`src/logic/uart_pkg.sv`:
```
package uart_pkg;

    // One character on the serial line
    typedef logic [7:0] uart_byte_t;

    // Clock cycles per bit, 4 or more
    typedef logic [15:0] baud_div_t;

    // Receiver result, valid pulses once per frame
    typedef struct packed {
        logic       valid;
        uart_byte_t data;
        logic       frame_err;
    } uart_rx_t;

    typedef enum logic {
        TX_IDLE,
        TX_WORK
    } tx_state_t;

    typedef enum logic [1:0] {
        RX_IDLE,
        RX_START,
        RX_DATA,
        RX_STOP
    } rx_state_t;

endpackage

```
`src/logic/wb_pkg.sv`:
```
package wb_pkg;

    typedef logic [3:0]  wb_addr_t;
    typedef logic [31:0] wb_data_t;

    typedef struct packed {
        logic     cyc;
        logic     stb;
        logic     we;
        wb_addr_t adr;
        wb_data_t dat;
    } wb_req_t;

    typedef struct packed {
        logic     ack;
        wb_data_t dat;
    } wb_rsp_t;

    // Register map, byte addresses
    localparam wb_addr_t ADDR_TXDATA  = 4'h0;
    localparam wb_addr_t ADDR_RXDATA  = 4'h4;
    localparam wb_addr_t ADDR_STATUS  = 4'h8;
    localparam wb_addr_t ADDR_DIVISOR = 4'hC;

    // Status bits
    localparam int STAT_TX_BUSY   = 0;
    localparam int STAT_RX_VALID  = 1;
    localparam int STAT_FRAME_ERR = 2;
    localparam int STAT_OVERRUN   = 3;

endpackage

```
`src/logic/uart_regs.sv`:
```
`timescale 1ns/1ps

module uart_regs #(
    parameter int CLOCK_FREQ = 125_000_000,
    parameter int BAUD_RATE  = 115_200
) (
    input  logic                clk,
    input  logic                rst_n,
    input  wb_pkg::wb_req_t     wb_req,
    output wb_pkg::wb_rsp_t     wb_rsp,
    output logic                tx_valid,
    input  logic                tx_ready,
    output uart_pkg::uart_byte_t tx_data,
    input  uart_pkg::uart_rx_t  rx,
    output uart_pkg::baud_div_t divisor
);
    import wb_pkg::*;
    import uart_pkg::*;

    localparam baud_div_t DIV_RESET = baud_div_t'(CLOCK_FREQ / BAUD_RATE);

    logic       ack_q;
    wb_data_t   rdata_q;
    wb_data_t   rdata;
    uart_byte_t rx_data;
    logic       rx_valid;
    logic       frame_err;
    logic       overrun;

    logic access;
    logic tx_write;
    logic done;
    logic rd_rx;
    logic rd_status;
    logic wr_div;

    // New access seen, not yet acknowledged
    assign access    = wb_req.cyc && wb_req.stb && !ack_q;
    assign tx_write  = access && wb_req.we && (wb_req.adr == ADDR_TXDATA);
    assign rd_rx     = access && !wb_req.we && (wb_req.adr == ADDR_RXDATA);
    assign rd_status = access && !wb_req.we && (wb_req.adr == ADDR_STATUS);
    assign wr_div    = access && wb_req.we && (wb_req.adr == ADDR_DIVISOR);

    // TXDATA write stays open until the transmitter takes the byte
    assign tx_valid = tx_write;
    assign tx_data  = wb_req.dat[7:0];
    assign done     = tx_write ? tx_ready : access;

    always_comb begin
        rdata = '0;
        case (wb_req.adr)
            ADDR_RXDATA: rdata[7:0] = rx_data;
            ADDR_STATUS: begin
                rdata[STAT_TX_BUSY]   = !tx_ready;
                rdata[STAT_RX_VALID]  = rx_valid;
                rdata[STAT_FRAME_ERR] = frame_err;
                rdata[STAT_OVERRUN]   = overrun;
            end
            ADDR_DIVISOR: rdata[15:0] = divisor;
            default: rdata = '0;
        endcase
    end

    always_ff @(posedge clk or negedge rst_n) begin
        if (!rst_n) begin
            ack_q   <= 1'b0;
            rdata_q <= '0;
            divisor <= DIV_RESET;
        end else begin
            ack_q <= done;
            if (access) begin
                rdata_q <= rdata;
            end
            if (wr_div) begin
                divisor <= wb_req.dat[15:0];
            end
        end
    end

    // Receive holder and sticky flags, new events win over clears
    always_ff @(posedge clk or negedge rst_n) begin
        if (!rst_n) begin
            rx_valid  <= 1'b0;
            frame_err <= 1'b0;
            overrun   <= 1'b0;
        end else begin
            if (rd_rx) begin
                rx_valid <= 1'b0;
            end
            if (rd_status) begin
                frame_err <= 1'b0;
                overrun   <= 1'b0;
            end
            if (rx.valid) begin
                rx_valid <= 1'b1;
                if (rx.frame_err) begin
                    frame_err <= 1'b1;
                end
                if (rx_valid && !rd_rx) begin
                    overrun <= 1'b1;
                end
            end
        end
    end

    always_ff @(posedge clk) begin
        if (rx.valid) begin
            rx_data <= rx.data;
        end
    end

    assign wb_rsp = '{ack: ack_q, dat: rdata_q};

endmodule

```
`src/logic/uart_transmitter.sv`:
```
`timescale 1ns/1ps

module uart_transmitter (
    input  logic                 clk,
    input  logic                 rst_n,

    // Byte handoff
    input  logic                 tx_valid,
    input  uart_pkg::uart_byte_t tx_data,
    output logic                 tx_ready,

    input  uart_pkg::baud_div_t  divisor,
    output logic                 serial_out
);
    import uart_pkg::*;

    tx_state_t state;
    logic [9:0] tx_shift;
    logic [3:0] bit_counter;
    baud_div_t  clock_counter;
    baud_div_t  div_q;

    logic is_symbol_edge;
    logic tx_fire;

    assign is_symbol_edge = (clock_counter == div_q - baud_div_t'(1));
    assign tx_fire        = tx_valid && tx_ready;

    assign tx_ready   = (state == TX_IDLE);
    assign serial_out = (state == TX_WORK) ? tx_shift[0] : 1'b1;

    always_ff @(posedge clk or negedge rst_n) begin
        if (!rst_n) begin
            state         <= TX_IDLE;
            bit_counter   <= '0;
            clock_counter <= '0;
        end else begin
            case (state)
                TX_IDLE: begin
                    bit_counter   <= '0;
                    clock_counter <= '0;
                    if (tx_fire) begin
                        state <= TX_WORK;
                    end
                end
                TX_WORK: begin
                    if (is_symbol_edge) begin
                        clock_counter <= '0;
                        bit_counter   <= bit_counter + 4'd1;
                        // Stop bit done
                        if (bit_counter == 4'd9) begin
                            state <= TX_IDLE;
                        end
                    end else begin
                        clock_counter <= clock_counter + baud_div_t'(1);
                    end
                end
                default: state <= TX_IDLE;
            endcase
        end
    end

    // Frame goes out LSB first, start bit in bit 0
    always_ff @(posedge clk) begin
        if (tx_fire) begin
            tx_shift <= {1'b1, tx_data, 1'b0};
            div_q    <= divisor;
        end else if (state == TX_WORK && is_symbol_edge) begin
            tx_shift <= {1'b1, tx_shift[9:1]};
        end
    end

endmodule

```
`src/logic/uart_receiver.sv`:
```
`timescale 1ns/1ps

module uart_receiver (
    input  logic                clk,
    input  logic                rst_n,
    input  logic                serial_in,
    input  uart_pkg::baud_div_t divisor,
    output uart_pkg::uart_rx_t  rx
);
    import uart_pkg::*;

    rx_state_t  state;
    logic [1:0] sync;
    logic       line_prev;
    baud_div_t  div_q;
    baud_div_t  clock_counter;
    logic [2:0] bit_counter;
    uart_byte_t rx_shift;
    logic       valid_q;
    logic       frame_err_q;

    logic line;
    logic falling;
    logic half_bit;
    logic full_bit;

    assign line     = sync[1];
    assign falling  = line_prev && !line;
    assign half_bit = (clock_counter == (div_q >> 1) - baud_div_t'(1));
    assign full_bit = (clock_counter == div_q - baud_div_t'(1));

    // Two-flop synchronizer, line idles high
    always_ff @(posedge clk or negedge rst_n) begin
        if (!rst_n) begin
            sync      <= 2'b11;
            line_prev <= 1'b1;
        end else begin
            sync      <= {sync[0], serial_in};
            line_prev <= line;
        end
    end

    always_ff @(posedge clk or negedge rst_n) begin
        if (!rst_n) begin
            state         <= RX_IDLE;
            clock_counter <= '0;
            bit_counter   <= '0;
            valid_q       <= 1'b0;
            frame_err_q   <= 1'b0;
        end else begin
            valid_q       <= 1'b0;
            clock_counter <= clock_counter + baud_div_t'(1);
            case (state)
                RX_IDLE: begin
                    clock_counter <= '0;
                    bit_counter   <= '0;
                    if (falling) begin
                        state <= RX_START;
                    end
                end
                RX_START: begin
                    // Start bit must still be low at mid-bit
                    if (half_bit) begin
                        clock_counter <= '0;
                        state <= line ? RX_IDLE : RX_DATA;
                    end
                end
                RX_DATA: begin
                    if (full_bit) begin
                        clock_counter <= '0;
                        bit_counter   <= bit_counter + 3'd1;
                        if (bit_counter == 3'd7) begin
                            state <= RX_STOP;
                        end
                    end
                end
                RX_STOP: begin
                    if (full_bit) begin
                        valid_q     <= 1'b1;
                        frame_err_q <= !line;
                        state       <= RX_IDLE;
                    end
                end
                default: state <= RX_IDLE;
            endcase
        end
    end

    always_ff @(posedge clk) begin
        if (state == RX_IDLE && falling) begin
            div_q <= divisor;
        end
        if (state == RX_DATA && full_bit) begin
            rx_shift <= {line, rx_shift[7:1]};
        end
    end

    assign rx = '{valid: valid_q, data: rx_shift, frame_err: frame_err_q};

endmodule

```
`src/logic/uart_top.sv`:
```
`timescale 1ns/1ps

module uart_top #(
    parameter int CLOCK_FREQ = 125_000_000,
    parameter int BAUD_RATE  = 115_200
) (
    input  logic            clk,
    input  logic            rst_n,
    input  wb_pkg::wb_req_t wb_req,
    output wb_pkg::wb_rsp_t wb_rsp,
    input  logic            serial_in,
    output logic            serial_out
);
    import uart_pkg::*;

    logic       tx_valid;
    logic       tx_ready;
    uart_byte_t tx_data;
    baud_div_t  divisor;
    uart_rx_t   rx;

    uart_regs #(
        .CLOCK_FREQ(CLOCK_FREQ),
        .BAUD_RATE (BAUD_RATE)
    ) u_regs (
        .clk     (clk),
        .rst_n   (rst_n),
        .wb_req  (wb_req),
        .wb_rsp  (wb_rsp),
        .tx_valid(tx_valid),
        .tx_ready(tx_ready),
        .tx_data (tx_data),
        .rx      (rx),
        .divisor (divisor)
    );

    uart_transmitter u_tx (
        .clk       (clk),
        .rst_n     (rst_n),
        .tx_valid  (tx_valid),
        .tx_data   (tx_data),
        .tx_ready  (tx_ready),
        .divisor   (divisor),
        .serial_out(serial_out)
    );

    uart_receiver u_rx (
        .clk      (clk),
        .rst_n    (rst_n),
        .serial_in(serial_in),
        .divisor  (divisor),
        .rx       (rx)
    );

endmodule

```
`config.mk`:
```
export PLATFORM = sky130hd
export DESIGN_NAME = uart_top
export DESIGN_NICKNAME = d
export VERILOG_FILES = /design/src/logic/uart_pkg.sv /design/src/logic/wb_pkg.sv /design/src/logic/uart_regs.sv /design/src/logic/uart_transmitter.sv /design/src/logic/uart_receiver.sv /design/src/logic/uart_top.sv
export SDC_FILE = /design/constraint.sdc
export NUM_CORES = 1
export LEC_CHECK = 0
export BUFFER_PORTS_ARGS = -buffer_cell sky130_fd_sc_hd__clkbuf_2
export CAP_MARGIN = 10
export CORE_UTILIZATION = 35
export DETAILED_ROUTE_END_ITERATION = 7
export SLEW_MARGIN = 20
export SYNTH_ARGS = -nofsm -noshare
export SYNTH_HDL_FRONTEND = slang
export SYNTH_HIERARCHICAL = 1
export SYNTH_SLANG_ARGS = --single-unit
```
`constraint.sdc`:
```
create_clock -name clk -period 4.8 [get_ports clk]
set_clock_uncertainty 0.05 [all_clocks]
set_input_delay 0.96 -clock clk [delete_from_list [all_inputs] [get_ports clk]]
set_output_delay 0.96 -clock clk [all_outputs]
set_load 0.03 [all_outputs]
```
==> qor_table.md <==
| Item | Reported |
|:---|:---|
| Category of the worst setup path launch point | flop |
| Accumulated negative setup slack | 0 ns |
| Cell count along the critical path | 9 |
| Share of flip-flops with an asynchronous set or reset after synthesis | 59.3% |
| Ports | 76 |
| Standard cell core area | 21300 um^2 |
| Worst reg2reg path startpoint | u_rx/div_q[2] |
| Maximum number of pins on one net before global-route repair | 56 |
| Worst-case hold slack | 0.306 ns |
| Routed length per placed instance | 16.6 um |
| Count of distinct cell types in the synthesized netlist | 79 |
| GRT Total Usage | 16.0% |
| Slew at the pin closest to its max-slew limit | 1.09 ns |
| Root buf cell | sky130_fd_sc_hd__clkbuf_16 |
| Power per cell area | 370 nW/um^2 |
| Result of the run | finished, final reports clean |
| CTS H-Tree Depth | 4 |
| Share of cells above drive strength 1 | 17.9% |
| Critical setup path kind | reg2reg |
| Starting utilization of the core area | 36.2% |
| Diodes inserted | 0 |
| Data required, critical path | 4.89 ns |
| Number of buffers inserted by post-CTS setup repair | 0 |
| Global-route wire length before repair | 27600 um |
| Setup violations, final | 0 |
| Cell row count | 53 |
| Ordered cell list for the critical path | inv_1 > ha_1 > or3b_2 > a2111oi_0 > nor3_1 > a2111oi_2 > nand4_1 > nor3b_1 > buf_4 |
| Max-cap check violation count | 0 |
| Grt total ovfl | 0 |
| Top area cells in the synthesized netlist | sky130_fd_sc_hd__dfrtp_1, sky130_fd_sc_hd__edfxtp_1, sky130_fd_sc_hd__xnor2_1 |
| Total wirelength of the detailed-routed design | 16800 um |
| Synthesized area per cell | 10.9 um^2 |
| Final weighted congestion in routability-driven placement | 0.847 |
| Post-CTS Hold Fix Bufs | 0 |
| Count of mapped cells out of synthesis | 709 |
| Num Clock Sinks | 140 |
| Height of the chip | 150 um |
| Die extent in x | 150 um |
| Total of warnings raised by yosys | 6 |
| Count leader, synth | sky130_fd_sc_hd__dfrtp_1 |
| Antenna violations before repair | 0 |
| Flip-flop and latch count after synthesis | 140 |
| Post-DR vias/cell | 5.44 |
| Worst setup startpoint | u_rx/div_q[2] |
| Period utilisation layout | 77.0% |
| Initial drt markers | 396 |
| Syn Std Cell Area | 7700 um^2 |
| Slowest cell delay on critical path | 0.55 ns |
| Number of buffers on the longest clock path | 2 |
| Dominant delay contributor by cell family on the critical path | simple AND/OR/NAND/NOR gates |
| Worst Path Max Fanout | 11 |
| Leading cell types by count after synthesis | sky130_fd_sc_hd__dfrtp_1, sky130_fd_sc_hd__edfxtp_1, sky130_fd_sc_hd__nand2_1, sky130_fd_sc_hd__xnor2_1, sky130_fd_sc_hd__nor2_1 |
| Residual antenna-violating net count after detailed routing | 0 |
| Leakage power total | 3.34 nW |
| Via count | 5480 |
| Number of global-route vias before repair | 5198 |
| Filler Cell Count | 2058 |
| Largest voltage drop on the vdd net | 0.240 mV |
| Slowest cell on crit path | sky130_fd_sc_hd__or3b_2 |
| Sequential share of the synthesized area | 49.2% |
| Capturing element type of the critical path | flop |
| Share of the core filled with cells | 40.4% |
| Worst-Skew Late Latency | 0.43 ns |
| Number of flops mapped to enable cells by yosys | 56 |
| Worst slew margin | 27.3% |
| Number of optimization iterations in the first detailed-route pass | 5 |
| Half-perimeter wire length after placement | 11800 um |
| DRC | 0 |
| CP endpoint | u_rx/rx_shift[3] |
| Final-report hold violation count | 0 |
| CP bufs+invs | 2 |
| Min Clock Period, post-route | 3.70 ns |
| Layout Area Growth over Synthesis | 11.5% |
| Path class of the lowest-slack min-delay path | reg2reg |
| Reg2Reg Depth | 9 |
| Setup repair after global routing missed its margin | false |
| R2R setup slack | 1.10 ns |
| Clock transition at the registers of the reported paths | 0.06 ns |
| End of the worst register-to-register path | u_rx/rx_shift[3] |
| Top cell type by total area after synthesis | sky130_fd_sc_hd__dfrtp_1 |
| Most used DFF post-synth | sky130_fd_sc_hd__dfrtp_1 |
| Number of max-slew violations in the final report | 0 |
| Die ar. | 22600 um^2 |
| Crit path arrival time | 3.78 ns |
| Final standard cell count with taps included and fillers excluded | 1007 |
| # nets final | 770 |
| Highest clock frequency the design can meet | 271 MHz |
| Count of instances resized after the clock tree is built | 0 |
| Dpl cells | 975 |
| Total power after layout | 3.18 mW |
| Area share of the largest cell type after synthesis | 24.0% |
| Number of buffers inserted during clock tree synthesis | 17 |
| TritonCTS clock tree | yes |
| Count of buffers from port buffering | 43 |
## cell usage in the layout (no fill, tap or decap), types with 5 or more instances in the layout
cell,netlist,layout
sky130_fd_sc_hd__dfrtp_1,74,74
sky130_fd_sc_hd__edfxtp_1,56,56
sky130_fd_sc_hd__nand2_1,43,43
sky130_fd_sc_hd__xnor2_1,43,43
sky130_fd_sc_hd__clkbuf_2,0,42
sky130_fd_sc_hd__nor2_1,39,39
sky130_fd_sc_hd__xor2_1,35,35
sky130_fd_sc_hd__nand3_1,29,29
sky130_fd_sc_hd__nor3_1,27,27
sky130_fd_sc_hd__nand4_1,22,22
sky130_fd_sc_hd__o21ai_0,21,21
sky130_fd_sc_hd__clkbuf_16,0,17
sky130_fd_sc_hd__a22o_1,16,16
sky130_fd_sc_hd__conb_1,1,16
sky130_fd_sc_hd__inv_1,13,13
sky130_fd_sc_hd__nand2b_1,12,12
sky130_fd_sc_hd__mux2_2,11,11
sky130_fd_sc_hd__nor4_1,12,11
sky130_fd_sc_hd__mux2i_1,10,10
sky130_fd_sc_hd__mux2_4,10,10
sky130_fd_sc_hd__dfstp_2,9,9
sky130_fd_sc_hd__or3_1,9,9
sky130_fd_sc_hd__ha_1,9,9
sky130_fd_sc_hd__a21oi_1,8,8
sky130_fd_sc_hd__or4_1,8,8
sky130_fd_sc_hd__and3_1,8,8
sky130_fd_sc_hd__buf_4,27,7
sky130_fd_sc_hd__and4_1,6,6
sky130_fd_sc_hd__nor2b_1,7,6
sky130_fd_sc_hd__o31ai_1,6,6
sky130_fd_sc_hd__o211ai_1,6,6
sky130_fd_sc_hd__inv_6,0,5
sky130_fd_sc_hd__nand3b_1,5,5
## how the worst min path moves through the flow
| stage | to | cells after the start | start |
|---|---|---|---|
| finish | u_rx/sync[1] | 0 | u_rx/sync[0] |
| global route | u_rx/sync[1] | 0 | u_rx/sync[0] |
| CTS | u_rx/sync[1] | 0 | u_rx/sync[0] |
| detailed placement | u_rx/sync[1] | 0 | u_rx/sync[0] |
| global placement | u_rx/sync[1] | 0 | u_rx/sync[0] |
| floorplan | u_rx/sync[1] | 0 | u_rx/sync[0] |
## routing by layer
metal	vias to the layer above	routed length (um)	GRT usage, %	part of all wire (%)
li1	2587	-	-	-
met2	154	7200	23.2	43
met1	2715	8460	23.1	50
met4	0	279	5.91	1.7
met5	-	0	0	0
met3	24	812	3.70	4.8
## flip-flops by register name, indices dropped and copies added (netlist names), named ones only
name                cells
u_regs/rx_data          8
u_regs/rx_valid         1
u_rx/sync               2
u_regs/divisor         16
u_tx/div_q             16
u_regs/ack_q            1
u_tx/tx_shift           9
u_tx/state              1
u_rx/line_prev          1
u_tx/bit_counter        4
u_rx/frame_err_q        1
u_rx/div_q             16
u_regs/rdata_q         16
u_rx/state              1
u_tx/clock_counter     16
u_rx/clock_counter     16
u_regs/overrun          1
u_rx/valid_q            1
u_rx/bit_counter        3
u_regs/frame_err        1
u_rx/rx_shift           8
## cell families (layout without fill, tap and decap cells)
group | count (synthesis) | after routing | synth area share, %
AND/OR/NAND/NOR | 262 | 262 | 19.5
flip-flops | 140 | 140 | 49.2
AO/OA/AOI/OAI | 101 | 101 | 9.91
buffers and inverters | 87 | 95 | 6.20
XOR/XNOR | 78 | 78 | 8.87
multiplexers | 31 | 31 | 4.86
adder cells (fa/ha/maj) | 9 | 9 | 1.46
other | 1 | 16 | 0.0487
## report_power, final
| group | leakage [nW] | switching, mW | internal, mW | total (mW) |
|---|---|---|---|---|
| clock network | 0.311 | 0.543 | 0.880 | 1.42 |
| registers | 1.64 | 0.114 | 1.32 | 1.43 |
| logic | 1.39 | 0.187 | 0.138 | 0.324 |
| total | 3.34 | 0.843 | 2.33 | 3.18 |
## through the flow
| step | setup slack, ns | instance area [um^2] |
|---|---|---|
| global route | 0.836 | 8590 |
| detailed placement | 1.14 | 7960 |
| finish | 1.10 | 8590 |
| CTS | 1.11 | 8590 |
| global placement | 1.15 | 7960 |
| floorplan | 1.29 | 7760 |
## area by class of cell
type / count / area (um^2) / share of cell area (%)
sequential: 140 / 3790 / 44.1
clock buffer: 17 / 425 / 4.95
timing repair buffer: 49 / 263 / 3.06
multi-input combinational: 497 / 3510 / 40.8
inverter: 14 / 52.6 / 0.612
clock inverter: 15 / 210 / 2.45
tap: 275 / 344 / 4.00
Power figures use the tool's default switching activity.
